File: src/rv_consts.svh
`ifndef RV_CONSTS_SVH
`define RV_CONSTS_SVH

// instruction RAM depth in 32-bit words
`define RV_IMEM_WORDS 64

// data RAM depth in 32-bit words
`define RV_DMEM_WORDS 64

// word address width of the instruction load port
`define RV_IMEM_AW 6

// first fetch address after reset
`define RV_RESET_PC 32'h0000_0000

`endif
File: src/hw/rv_pkg.sv
package rv_pkg;

    // data word as seen by the register file and ALU
    typedef logic [31:0] word_t;

    // register index x0..x31
    typedef logic [4:0] reg_addr_t;

    // raw instruction word
    typedef logic [31:0] inst_t;

    // byte address of an instruction or data word
    typedef logic [31:0] pc_t;

    // ALU function, pass-b forwards the immediate for LUI
    typedef enum logic [2:0] {
        alu_add,
        alu_sub,
        alu_and,
        alu_or,
        alu_xor,
        alu_slt,
        alu_pass_b
    } alu_op_e;

    // source of the register writeback value
    typedef enum logic [1:0] {
        wb_alu,
        wb_mem,
        wb_pc4
    } wb_sel_e;

    // control transfer kind resolved in execute
    typedef enum logic [1:0] {
        br_none,
        br_beq,
        br_bne,
        br_jal
    } br_kind_e;

endpackage

File: src/hw/rv_core.sv
`include "rv_consts.svh"

module rv_core (
    input  logic          clk,
    input  logic          rst_n,
    input  rv_pkg::inst_t imem_inst,
    input  rv_pkg::word_t dmem_rdata,
    output rv_pkg::pc_t   imem_addr,
    output rv_pkg::pc_t   dmem_addr,
    output logic          dmem_we,
    output rv_pkg::word_t dmem_wdata,
    output logic          exit,
    output rv_pkg::word_t gp
);

    rv_pkg::pc_t pc;
    logic        stall_id;
    logic        flush;
    logic        exit_r;

    // decode stage, the instruction word is the RAM output itself
    logic              id_valid;
    rv_pkg::pc_t       id_pc;
    rv_pkg::reg_addr_t d_rs1;
    rv_pkg::reg_addr_t d_rs2;
    rv_pkg::reg_addr_t d_rd;
    rv_pkg::word_t     d_imm;
    rv_pkg::alu_op_e   d_alu_op;
    logic              d_use_imm;
    logic              d_reg_we;
    logic              d_mem_rd;
    logic              d_mem_wr;
    rv_pkg::wb_sel_e   d_wb_sel;
    rv_pkg::br_kind_e  d_br_kind;
    logic              d_is_ecall;

    // execute stage
    logic              ex_valid;
    rv_pkg::pc_t       ex_pc;
    rv_pkg::reg_addr_t ex_rs1;
    rv_pkg::reg_addr_t ex_rs2;
    rv_pkg::reg_addr_t ex_rd;
    rv_pkg::word_t     ex_imm;
    rv_pkg::alu_op_e   ex_alu_op;
    logic              ex_use_imm;
    logic              ex_reg_we;
    logic              ex_mem_rd;
    logic              ex_mem_wr;
    rv_pkg::wb_sel_e   ex_wb_sel;
    rv_pkg::br_kind_e  ex_br_kind;
    logic              ex_is_ecall;
    rv_pkg::word_t     rf_rd1;
    rv_pkg::word_t     rf_rd2;
    rv_pkg::word_t     op_a;
    rv_pkg::word_t     op_b;
    rv_pkg::word_t     ex_result;
    logic              ex_taken;
    rv_pkg::pc_t       ex_target;

    // memory stage
    logic              mem_valid;
    rv_pkg::pc_t       mem_pc;
    rv_pkg::reg_addr_t mem_rd;
    rv_pkg::word_t     mem_result;
    rv_pkg::word_t     mem_store;
    logic              mem_reg_we;
    logic              mem_is_load;
    logic              mem_wr;
    rv_pkg::wb_sel_e   mem_wb_sel;
    logic              mem_is_ecall;
    rv_pkg::word_t     mem_value;

    // writeback stage
    logic              wb_valid;
    rv_pkg::reg_addr_t wb_rd;
    rv_pkg::word_t     wb_data;
    logic              wb_reg_we;
    rv_pkg::wb_sel_e   wb_wb_sel;
    logic              wb_is_ecall;
    rv_pkg::word_t     wb_value;

    rv_decode u_decode (
        .inst     (imem_inst),
        .rs1      (d_rs1),
        .rs2      (d_rs2),
        .rd       (d_rd),
        .imm      (d_imm),
        .alu_op   (d_alu_op),
        .use_imm  (d_use_imm),
        .reg_we   (d_reg_we),
        .mem_rd   (d_mem_rd),
        .mem_wr   (d_mem_wr),
        .wb_sel   (d_wb_sel),
        .br_kind  (d_br_kind),
        .is_ecall (d_is_ecall)
    );

    // nothing is written once the program has exited
    rv_regfile u_regfile (
        .clk   (clk),
        .rst_n (rst_n),
        .ra1   (ex_rs1),
        .ra2   (ex_rs2),
        .wa    (wb_rd),
        .we    (wb_valid && wb_reg_we && !exit_r),
        .wd    (wb_value),
        .rd1   (rf_rd1),
        .rd2   (rf_rd2),
        .gp    (gp)
    );

    // operands are resolved for the instruction in execute, so the
    // hazard check looks at a load sitting in the memory stage
    rv_operand_select u_operand_select (
        .rs1         (ex_rs1),
        .rs2         (ex_rs2),
        .rd1         (rf_rd1),
        .rd2         (rf_rd2),
        .ex_valid    (ex_valid && mem_valid),
        .ex_mem_rd   (mem_is_load),
        .ex_rd       (mem_rd),
        .mem_valid   (mem_valid),
        .mem_reg_we  (mem_reg_we),
        .mem_is_load (mem_is_load),
        .mem_rd      (mem_rd),
        .mem_value   (mem_value),
        .wb_valid    (wb_valid),
        .wb_reg_we   (wb_reg_we),
        .wb_rd       (wb_rd),
        .wb_value    (wb_value),
        .op_a        (op_a),
        .op_b        (op_b),
        .load_use    (stall_id)
    );

    rv_execute u_execute (
        .pc      (ex_pc),
        .op_a    (op_a),
        .op_b    (op_b),
        .imm     (ex_imm),
        .alu_op  (ex_alu_op),
        .use_imm (ex_use_imm),
        .br_kind (ex_br_kind),
        .result  (ex_result),
        .taken   (ex_taken),
        .target  (ex_target)
    );

    // a stalled branch still sees stale operands
    assign flush = ex_valid && ex_taken && !stall_id;

    // refetch the decode word while stalled so the RAM output holds
    assign imem_addr = stall_id ? id_pc : pc;

    always_ff @(posedge clk) begin
        if (!rst_n) begin
            pc        <= `RV_RESET_PC;
            id_valid  <= 1'b0;
            ex_valid  <= 1'b0;
            mem_valid <= 1'b0;
            wb_valid  <= 1'b0;
            exit_r    <= 1'b0;
        end else begin
            if (exit_r) begin
                id_valid <= 1'b0;
            end else if (flush) begin
                pc       <= ex_target;
                id_valid <= 1'b0;
            end else if (!stall_id) begin
                pc       <= pc + 32'd4;
                id_valid <= 1'b1;
            end
            if (flush) begin
                ex_valid <= 1'b0;
            end else if (!stall_id) begin
                ex_valid <= id_valid;
            end
            mem_valid <= ex_valid && !stall_id;
            wb_valid  <= mem_valid;
            if (wb_valid && wb_is_ecall) begin
                exit_r <= 1'b1;
            end
        end
    end

    always_ff @(posedge clk) begin
        if (!stall_id) begin
            id_pc       <= pc;
            ex_pc       <= id_pc;
            ex_rs1      <= d_rs1;
            ex_rs2      <= d_rs2;
            ex_rd       <= d_rd;
            ex_imm      <= d_imm;
            ex_alu_op   <= d_alu_op;
            ex_use_imm  <= d_use_imm;
            ex_reg_we   <= d_reg_we;
            ex_mem_rd   <= d_mem_rd;
            ex_mem_wr   <= d_mem_wr;
            ex_wb_sel   <= d_wb_sel;
            ex_br_kind  <= d_br_kind;
            ex_is_ecall <= d_is_ecall;
        end
        mem_pc       <= ex_pc;
        mem_rd       <= ex_rd;
        mem_result   <= ex_result;
        mem_store    <= op_b;
        mem_reg_we   <= ex_reg_we;
        mem_is_load  <= ex_mem_rd;
        mem_wr       <= ex_mem_wr;
        mem_wb_sel   <= ex_wb_sel;
        mem_is_ecall <= ex_is_ecall;
        wb_rd        <= mem_rd;
        wb_data      <= mem_value;
        wb_reg_we    <= mem_reg_we;
        wb_wb_sel    <= mem_wb_sel;
        wb_is_ecall  <= mem_is_ecall;
    end

    // data RAM access from the memory stage
    assign dmem_addr  = mem_result;
    assign dmem_we    = mem_valid && mem_wr && !exit_r;
    assign dmem_wdata = mem_store;

    assign mem_value = (mem_wb_sel == rv_pkg::wb_pc4) ? mem_pc + 32'd4 : mem_result;
    assign wb_value  = (wb_wb_sel == rv_pkg::wb_mem) ? dmem_rdata : wb_data;

    assign exit = exit_r;

endmodule

File: src/hw/rv_execute.sv
module rv_execute (
    input  rv_pkg::pc_t      pc,
    input  rv_pkg::word_t    op_a,
    input  rv_pkg::word_t    op_b,
    input  rv_pkg::word_t    imm,
    input  rv_pkg::alu_op_e  alu_op,
    input  logic             use_imm,
    input  rv_pkg::br_kind_e br_kind,
    output rv_pkg::word_t    result,
    output logic             taken,
    output rv_pkg::pc_t      target
);

    rv_pkg::word_t b;

    assign b = use_imm ? imm : op_b;

    always_comb begin
        case (alu_op)
            rv_pkg::alu_add:    result = op_a + b;
            rv_pkg::alu_sub:    result = op_a - b;
            rv_pkg::alu_and:    result = op_a & b;
            rv_pkg::alu_or:     result = op_a | b;
            rv_pkg::alu_xor:    result = op_a ^ b;
            rv_pkg::alu_slt:    result = {31'b0, $signed(op_a) < $signed(b)};
            rv_pkg::alu_pass_b: result = b;
            default:            result = op_a + b;
        endcase
    end

    // branches compare the two registers, never the immediate
    always_comb begin
        case (br_kind)
            rv_pkg::br_beq: taken = (op_a == op_b);
            rv_pkg::br_bne: taken = (op_a != op_b);
            rv_pkg::br_jal: taken = 1'b1;
            default:        taken = 1'b0;
        endcase
    end

    assign target = pc + imm;

endmodule

File: src/hw/rv_operand_select.sv
module rv_operand_select (
    input  rv_pkg::reg_addr_t rs1,
    input  rv_pkg::reg_addr_t rs2,
    input  rv_pkg::word_t     rd1,
    input  rv_pkg::word_t     rd2,
    input  logic              ex_valid,
    input  logic              ex_mem_rd,
    input  rv_pkg::reg_addr_t ex_rd,
    input  logic              mem_valid,
    input  logic              mem_reg_we,
    input  logic              mem_is_load,
    input  rv_pkg::reg_addr_t mem_rd,
    input  rv_pkg::word_t     mem_value,
    input  logic              wb_valid,
    input  logic              wb_reg_we,
    input  rv_pkg::reg_addr_t wb_rd,
    input  rv_pkg::word_t     wb_value,
    output rv_pkg::word_t     op_a,
    output rv_pkg::word_t     op_b,
    output logic              load_use
);

    logic mem_fwd_ok;
    logic wb_fwd_ok;

    // a load result is not ready until writeback
    assign mem_fwd_ok = mem_valid && mem_reg_we && !mem_is_load && mem_rd != 5'd0;
    assign wb_fwd_ok  = wb_valid && wb_reg_we && wb_rd != 5'd0;

    function automatic rv_pkg::word_t pick(input rv_pkg::reg_addr_t rs,
                                           input rv_pkg::word_t     rf_value);
        rv_pkg::word_t value;
        value = rf_value;
        if (rs == 5'd0) begin
            value = '0;
        end else if (mem_fwd_ok && mem_rd == rs) begin
            value = mem_value;
        end else if (wb_fwd_ok && wb_rd == rs) begin
            value = wb_value;
        end
        return value;
    endfunction

    assign op_a = pick(rs1, rd1);
    assign op_b = pick(rs2, rd2);

    // pending load one stage ahead of the consumer
    assign load_use = ex_valid && ex_mem_rd && ex_rd != 5'd0 &&
                      (ex_rd == rs1 || ex_rd == rs2);

endmodule

File: src/hw/rv_regfile.sv
module rv_regfile (
    input  logic              clk,
    input  logic              rst_n,
    input  rv_pkg::reg_addr_t ra1,
    input  rv_pkg::reg_addr_t ra2,
    input  rv_pkg::reg_addr_t wa,
    input  logic              we,
    input  rv_pkg::word_t     wd,
    output rv_pkg::word_t     rd1,
    output rv_pkg::word_t     rd2,
    output rv_pkg::word_t     gp
);

    // x0 has no storage
    rv_pkg::word_t regs [1:31];

    always_ff @(posedge clk) begin
        if (!rst_n) begin
            for (int i = 1; i < 32; i++) begin
                regs[i] <= '0;
            end
        end else if (we && wa != 5'd0) begin
            regs[wa] <= wd;
        end
    end

    assign rd1 = (ra1 == 5'd0) ? '0 : regs[ra1];
    assign rd2 = (ra2 == 5'd0) ? '0 : regs[ra2];

    // x3 is watched by the testbench
    assign gp = regs[3];

endmodule

File: src/hw/rv_decode.sv
module rv_decode (
    input  rv_pkg::inst_t     inst,
    output rv_pkg::reg_addr_t rs1,
    output rv_pkg::reg_addr_t rs2,
    output rv_pkg::reg_addr_t rd,
    output rv_pkg::word_t     imm,
    output rv_pkg::alu_op_e   alu_op,
    output logic              use_imm,
    output logic              reg_we,
    output logic              mem_rd,
    output logic              mem_wr,
    output rv_pkg::wb_sel_e   wb_sel,
    output rv_pkg::br_kind_e  br_kind,
    output logic              is_ecall
);

    logic [6:0] opcode;
    logic [2:0] funct3;
    logic [6:0] funct7;

    assign opcode = inst[6:0];
    assign funct3 = inst[14:12];
    assign funct7 = inst[31:25];

    // register fields sit at fixed positions for every format
    assign rs1 = inst[19:15];
    assign rs2 = inst[24:20];
    assign rd  = inst[11:7];

    always_comb begin
        // default is a bubble that writes nothing
        imm      = '0;
        alu_op   = rv_pkg::alu_add;
        use_imm  = 1'b0;
        reg_we   = 1'b0;
        mem_rd   = 1'b0;
        mem_wr   = 1'b0;
        wb_sel   = rv_pkg::wb_alu;
        br_kind  = rv_pkg::br_none;
        is_ecall = 1'b0;
        case (opcode)
            7'b0110011: begin
                reg_we = 1'b1;
                case (funct3)
                    3'b000:  alu_op = funct7[5] ? rv_pkg::alu_sub : rv_pkg::alu_add;
                    3'b010:  alu_op = rv_pkg::alu_slt;
                    3'b100:  alu_op = rv_pkg::alu_xor;
                    3'b110:  alu_op = rv_pkg::alu_or;
                    3'b111:  alu_op = rv_pkg::alu_and;
                    default: reg_we = 1'b0;
                endcase
            end
            7'b0010011: begin
                // only addi of the OP-IMM group
                imm     = {{20{inst[31]}}, inst[31:20]};
                use_imm = 1'b1;
                reg_we  = (funct3 == 3'b000);
            end
            7'b0110111: begin
                imm     = {inst[31:12], 12'b0};
                use_imm = 1'b1;
                alu_op  = rv_pkg::alu_pass_b;
                reg_we  = 1'b1;
            end
            7'b0000011: begin
                imm     = {{20{inst[31]}}, inst[31:20]};
                use_imm = 1'b1;
                reg_we  = (funct3 == 3'b010);
                mem_rd  = (funct3 == 3'b010);
                wb_sel  = rv_pkg::wb_mem;
            end
            7'b0100011: begin
                imm     = {{20{inst[31]}}, inst[31:25], inst[11:7]};
                use_imm = 1'b1;
                mem_wr  = (funct3 == 3'b010);
            end
            7'b1100011: begin
                imm = {{19{inst[31]}}, inst[31], inst[7], inst[30:25], inst[11:8], 1'b0};
                if (funct3 == 3'b000) begin
                    br_kind = rv_pkg::br_beq;
                end else if (funct3 == 3'b001) begin
                    br_kind = rv_pkg::br_bne;
                end
            end
            7'b1101111: begin
                imm = {{11{inst[31]}}, inst[31], inst[19:12], inst[20], inst[30:21], 1'b0};
                br_kind = rv_pkg::br_jal;
                reg_we  = 1'b1;
                wb_sel  = rv_pkg::wb_pc4;
            end
            7'b1110011: begin
                is_ecall = (inst == 32'h0000_0073);
            end
            default: begin
            end
        endcase
    end

endmodule

File: config.mk
export PLATFORM = sky130hd
export DESIGN_NAME = rv_core
export DESIGN_NICKNAME = d
export VERILOG_FILES = /design/src/hw/rv_pkg.sv /design/src/hw/rv_core.sv /design/src/hw/rv_execute.sv /design/src/hw/rv_operand_select.sv /design/src/hw/rv_regfile.sv /design/src/hw/rv_decode.sv
export VERILOG_INCLUDE_DIRS = /design/src
export SDC_FILE = /design/constraint.sdc
export NUM_CORES = 2
export LEC_CHECK = 0
export BUFFER_PORTS_ARGS = -buffer_cell sky130_fd_sc_hd__buf_2
export CORE_MARGIN = 3
export CORE_UTILIZATION = 35
export DETAILED_ROUTE_END_ITERATION = 10
export PLACE_DENSITY = 0.59
export SYNTH_ARGS = -nofsm -noshare
export SYNTH_HDL_FRONTEND = slang
export SYNTH_SLANG_ARGS = --single-unit
File: constraint.sdc
create_clock -name clk -period 5.24 [get_ports clk]
set_input_delay 0.524 -clock clk [delete_from_list [all_inputs] [get_ports clk]]
set_output_delay 0.524 -clock clk [all_outputs]
set_load 0.01 [all_outputs]
== Yosys cells after proc, flatten, opt, wreduce, memory -nomap -nowiden ==
Memories as Yosys holds them, arrays and structs flattened. A register that Yosys moved wholly into a read port is not among the register bits.
Index checks and enable logic that the tools add are counted.
Word-level totals
  flip-flop bits (word level): 308
  memory bits (writable): 992
  input bits: 66
  output and inout bits: 130
  memories: 1
Memory list
  u_regfile.regs: words 31, width 32, read ports 3, clocked after memory_dff 2, wr ports 31, RTL line rv_regfile.sv:15  | rv_pkg::word_t regs [1:31];
Operators by class
  $add $sub $neg: 5
  $lt $le $gt $ge: 1
  equal/unequal tests: 32
  mux-type cells: 34
  bitwise gates (word level): 5
  reductions and logical operators: 38
Operator list (number)
  two-way mux 32 bit: 13
  case mux 32 bit (6 select lines): 1
  case mux 32 bit (5 select lines): 1
  adder 32 x 3 -> 32 bit, second input constant: 2
  adder 32 bit: 2
  AND 32 bit: 1
  equality test 32 bit: 1
  equality test 32 x 7 -> 1 bit, second input constant: 1
  < comparator 32 bit: 1
  != test 32 bit: 1
  OR 32 bit: 1
  OR reduction 32 bit: 1
  subtractor 32 bit: 1
  bitwise XOR 32 bit: 1
  equality test 7 x 6 -> 1 bit, second input constant: 3
  equality test 7 bit, second input constant: 3
  logical AND 1 bit: 21
  equality test 5 bit: 4
  equality test 3 bit, second input constant: 6
  two-way mux 5 bit: 3
  case mux 3 bit (5 select lines): 1
  logical NOT 5 bit: 2
  nonzero test 5 bit: 2
  equality test 3 x 2 -> 1 bit, second input constant: 3
  other kinds (21): 39

== Longest topological paths before layout ==
  depth in word-level cells: 12
  mapped depth: 26
  depth with buffers taken out: 22

== Cells and area by module ==
A second synthesis with hierarchy kept.
Unflattened totals
  cell total of the unflattened synthesis: 6293
  area, all modules: 76741.1 um^2
By module, submodules not included
  rv_regfile: instances 1, cells an instance 3769, area each 54604.9 um^2, sequential area each 30749.5 um^2
  rv_core: instances 1, cells an instance 832, area each 10455.0 um^2, sequential area each 7076.8 um^2
  rv_execute: instances 1, cells an instance 1177, area each 8029.0 um^2, sequential area each 0.0 um^2
  rv_operand_select: instances 1, cells an instance 389, area each 2822.7 um^2, sequential area each 0.0 um^2
  rv_decode: instances 1, cells an instance 126, area each 829.5 um^2, sequential area each 0.0 um^2

== Worst setup path before layout ==
OpenSTA, ideal clock, no wires.
  kind: register to register
  start point: register wb_rd[3]
  end point: register mem_result[30], in the netlist dmem_addr[30]
  setup time: 0.074 ns
  arrival time: 5.451 ns
  required time: 5.166 ns
  path slack: -0.285 ns
  cell stages (with the launch flop): 24
  path buffers: 3
  path through: dfxtp_1 > buf_2 > or4_1 > o211ai_2 > or2_2 > buf_2 > nand2_1 > o211a_1 > o21ai_0 > inv_1 > ha_1 > clkbuf_1 > nor2b_1 > o21a_1 > o21ai_0 > a2111oi_0 > nor3_1 > o31ai_1 > a211o_1 > a2111oi_0 > o41a_1 > o31ai_1 > mux2i_1 > o21ai_0
Between the ends
  longest elaborated chain between the ends: 9
  elaborated cells between the ends (all ways): 19
  those cells by class: add/sub: 2; eq/ne: 2; mux: 8; bitwise: 3; reduce/logical: 4
RTL lines
  start, declared: RTL line rv_core.sv:75  | rv_pkg::reg_addr_t wb_rd;
  start signal, assigned: RTL line rv_core.sv:212  | wb_rd <= mem_rd;
  nonzero test 5 bit: RTL line rv_operand_select.sv:28  | assign wb_fwd_ok = wb_valid && wb_reg_we && wb_rd != 5'd0;
  logical AND 1 bit: RTL line rv_operand_select.sv:28
  logical AND 1 bit: RTL line rv_operand_select.sv:38  | end else if (wb_fwd_ok && wb_rd == rs) begin
  two-way mux 32 bit: RTL line rv_operand_select.sv:38
  two-way mux 32 bit: RTL line rv_operand_select.sv:36  | end else if (mem_fwd_ok && mem_rd == rs) begin
  two-way mux 32 bit: RTL line rv_operand_select.sv:34  | if (rs == 5'd0) begin
  two-way mux 32 bit: RTL line rv_execute.sv:16  | assign b = use_imm ? imm : op_b;
  adder 32 bit (tied with other cells): RTL line rv_execute.sv:20, rv_execute.sv:27
  case mux 32 bit (6 select lines) (*): RTL line rv_execute.sv:19  | case (alu_op)
  net ex_result[30]: RTL line rv_core.sv:56  | rv_pkg::word_t ex_result;
  end signal, assigned: RTL line rv_core.sv:205  | mem_result <= ex_result;
  end, declared: RTL line rv_core.sv:64  | rv_pkg::word_t mem_result;
The timed path passes the listed nets; every way through them passes the cells marked *.
A chain may end at the register's enable or synchronous reset.

==> results.cfg <==
[status]
outcome = finished with violations
failing_checks = setup timing

[global_routing]
gr-total-overflow = 0
gr-usage-all-layers_pct = 28.9
wire_length_of_the_first_global_routing_pass_um = 434000
groute.layer.met2.usage_pct = 42.7
grtUsageMet1_pct = 38.2
met3_usage_pct = 7.21
busiest_layer = met2
grt_pass1_vias = 57400
grt_start_max_net_pins = 54
number_of_antenna_violations_at_the_first_check_in_global_routing = 22

[run]
maxCapViolCount = 0

[timing]
post_layout_worst_setup_margin_ns = -0.188
maxClockFrequency_mhz = 184
maxSlewViolCount = 0
period_needed_ns = 5.43
period_share_pct = 104
clock-skew-final_ns = 0.0438
final.setup.tns_ns = -0.965
finalHoldViolations = 0
setup_viol_count_final = 11
rsz_0062_raised_after_global_routing = true
slew-limit-headroom_pct = 12.8
worst_pin_slew_ns = 1.30

[place]
detailedPlace.worstSlack_ns = -0.932
place.detailed.instances = 9246
port-buffer-count = 195
dp_hpwl_um = 222000
finalWeightedCongestion = 0.998

[floorplanning]
fp.dieW_um = 460
core_area_mm2 = 0.205
placementRows = 166
initial_core_utilization_pct = 35.2
floorplan.io_pins = 196
floorplan.die_area_mm2 = 0.212
die_height_um = 460

[synthesis]
fraction_of_registers_with_async_set_reset_pct = 0
syn_inst = 5874
ys_seq_area_share_pct = 52.6
post_synth_xor_area_fraction_pct = 1.18
yosys_warning_total = 0
number_of_enable_flip_flop_cells_after_synthesis = 1115
synthMuxAreaShare_pct = 19.0
postSynth.topFlopCell = sky130_fd_sc_hd__edfxtp_1
synth_top_family_by_area = multiplexers
average_instance_area_after_synthesis_um2 = 12.3
synthDistinctLibCells = 102
synthAdderAreaFrac_pct = 2.33
ys_ff_latch = 1342
synth_compound_gate_area_share_pct = 9.35
netlist_area_mm2 = 0.0722
synth_area_in_simple_gates_pct = 11.5

[clock_network]
cts.clk_slew.worst_paths_ns = 0.06
clockRootBuffer = sky130_fd_sc_hd__clkbuf_16
cts.sinks = 1342
cts-htree-levels = 4
cts_buffers = 151
clk_latency_ns = 0.84
cts_tree = done
clock_tree.buffer_depth = 3

[power]
worst_vdd_rail_ir_drop_mv = 0.375
power_leakage_nw = 35.3
design_power_total_mw = 30.6
powerDensity_mw_per_mm2 = 340

[routing]
detailroute.via_count = 59700
drt_drc_violations_left = 0
via_per_inst = 6.17
drt_pre_antenna_iters = 6
wirelength_um = 315000
route.detailed.wl_per_inst_um = 32.6
ant_nets = 0
drtIter0Drc = 8997

[critical_path]
worstSetupPathType = register to register
worst-path-max-fanout = 12
end_kind = register
r2r_slack_ns = -0.19
worst-endpoint-arrival_ns = 6.07
setup.worst_path.start_class = register
critical_path.cell_chain = buf_12 > buf_12 > mux4_2 > mux4_2 > a21oi_2 > buf_4 > o211ai_1 > mux2i_1 > ha_1 > buf_4 > nor2_1 > nand2_1 > o21a_1 > o21ai_2 > a211oi_2 > o41a_1 > o21ai_2 > a21oi_2 > o21ai_1 > a21oi_1 > o2111ai_1 > a22oi_1
worst-endpoint-required_ns = 5.88
critical-path-slowest-cell = sky130_fd_sc_hd__mux4_2
timing.critical_path.slowest_cell_delay_ns = 0.56

[finish]
nNetsFinal = 7037
area_growth_syn_to_layout_pct = 24.8
final_core_util_pct = 44.0
layout.cells.non_filler = 9665
drive_gt1_share_pct = 34.1

[hold_path]
hold_path.class = input port to register
hold_path_startpoint = imem_inst[25]
## logic make-up (layout without fill, tap and decap cells)
kind of cell    Yosys count  after routing
xor+xnor                 97             97
flops                  1342           1342
mux                     740            741
fa+ha+maj               133            133
compound gates          963            963
simple gates           1912           1912
buf+inv                 686           1745
other cells               1             44
## state kept, by name (all words and copies together), names as in the netlist, 32 cells and up, named ones only
name / cells
mem_pc: 32
id_pc: 32
wb_data: 32
pc: 32
dmem_wdata: 32
dmem_addr: 32
u_regfile.regs: 1024
ex_pc: 32
ex_imm: 32
## Yosys cell counts, types with 45 or more instances
cell type                     n  share of area (%)
sky130_fd_sc_hd__a21o_1      48               0.50
sky130_fd_sc_hd__nor2_1    1195                6.2
sky130_fd_sc_hd__nor3_1      75               0.52
sky130_fd_sc_hd__mux2i_1    180                2.5
sky130_fd_sc_hd__edfxtp_1  1115                 46
sky130_fd_sc_hd__ha_1       129                2.2
sky130_fd_sc_hd__o21ai_0    117               0.81
sky130_fd_sc_hd__nand2_1    255                1.3
sky130_fd_sc_hd__clkbuf_1   334                1.7
sky130_fd_sc_hd__o22ai_1     70               0.61
sky130_fd_sc_hd__nand3_1     86               0.60
sky130_fd_sc_hd__mux4_2     498                 16
sky130_fd_sc_hd__xnor2_1     65               0.79
sky130_fd_sc_hd__dfxtp_1    227                6.3
sky130_fd_sc_hd__inv_1      183               0.95
sky130_fd_sc_hd__a22oi_1    102                1.1
sky130_fd_sc_hd__a211oi_1    45               0.47
sky130_fd_sc_hd__a21oi_1    219                1.5
sky130_fd_sc_hd__buf_2       90               0.62
sky130_fd_sc_hd__mux2_2      61               0.95
## critical path, delay by kind of cell (launching register included)
| kind | cells | cell delay [ns] |
|---|---|---|
| compound gates | 12 | 2.28 |
| fa+ha+maj | 1 | 0.30 |
| buf+inv | 4 | 0.68 |
| flops | 1 | 0.47 |
| mux | 3 | 1.28 |
| simple gates | 2 | 0.23 |
## per-stage QoR
stage,area [µm²],hold slack (ns)
after floorplan,72400,0.310
after global placement,82900,0.315
after detailed placement,82900,0.312
after CTS,88600,0.0124
after global routing,90100,0.0217
final,90100,0.0514
## layer usage
layer / part of all wire (%) / vias up
met5: 0.024 / -
met4: 7.5 / 12
met3: 12 / 918
met2: 43 / 4547
met1: 37 / 29900
li1: - / 24200
## layout by cell type, fill, tap and decap left out, types with 34 or more instances in the layout
cell type / n
sky130_fd_sc_hd__a21oi_1: 199
sky130_fd_sc_hd__dfxtp_1: 214
sky130_fd_sc_hd__clkbuf_1: 38
sky130_fd_sc_hd__nor3_1: 66
sky130_fd_sc_hd__a31oi_1: 38
sky130_fd_sc_hd__mux2i_1: 136
sky130_fd_sc_hd__nand2_1: 200
sky130_fd_sc_hd__a221oi_1: 34
sky130_fd_sc_hd__o21ai_0: 100
sky130_fd_sc_hd__clkinv_1: 36
sky130_fd_sc_hd__a211oi_1: 40
sky130_fd_sc_hd__a22oi_1: 89
sky130_fd_sc_hd__buf_2: 195
sky130_fd_sc_hd__o22ai_1: 68
sky130_fd_sc_hd__mux4_2: 498
sky130_fd_sc_hd__mux2i_4: 34
sky130_fd_sc_hd__inv_1: 178
sky130_fd_sc_hd__clkbuf_16: 155
sky130_fd_sc_hd__edfxtp_1: 1115
sky130_fd_sc_hd__nor2_1: 1181
sky130_fd_sc_hd__ha_1: 121
sky130_fd_sc_hd__mux2_2: 60
sky130_fd_sc_hd__a21o_1: 47
sky130_fd_sc_hd__nand2_2: 55
sky130_fd_sc_hd__nand3_1: 82
sky130_fd_sc_hd__xnor2_1: 63
sky130_fd_sc_hd__buf_4: 980
sky130_fd_sc_hd__buf_12: 64
## final timing paths
check	end	depth (start not counted)
hold / removal	ex_imm[25]	2
setup / recovery	dmem_addr[0]	22
hold reg to reg	wb_is_ecall	0
setup reg to reg	dmem_addr[0]	22
## layout make-up
cell class,instances,area (µm²)
fill,18600,115000
sequential,1342,38100
antenna,12,30.0
multi-input combinational,3878,33100
clock inverter,85,706
clock buffer,194,4000
inverter,186,701
timing repair buffer,1280,10200
tap,2688,3360
## what timing repair did
item                                    4_1_cts  5_1_grt
buffers inserted                             37       83
hold endpoints to repair                      7        0
cloned                                        2        3
pin swaps                                    28       98
hold buffers                                  7        0
resized for setup                           123      175
endpoints found under the setup margin       52       48
## power breakdown
part | internal [mW] | leakage [nW] | switching (mW) | total (mW)
clock network | 5.73 | 2.29 | 4.63 | 10.4
registers | 12.2 | 13.5 | 0.491 | 12.7
logic | 2.88 | 19.5 | 4.73 | 7.62
total | 20.8 | 35.3 | 9.85 | 30.6
No activity file was read; power rests on OpenSTA's default activity.
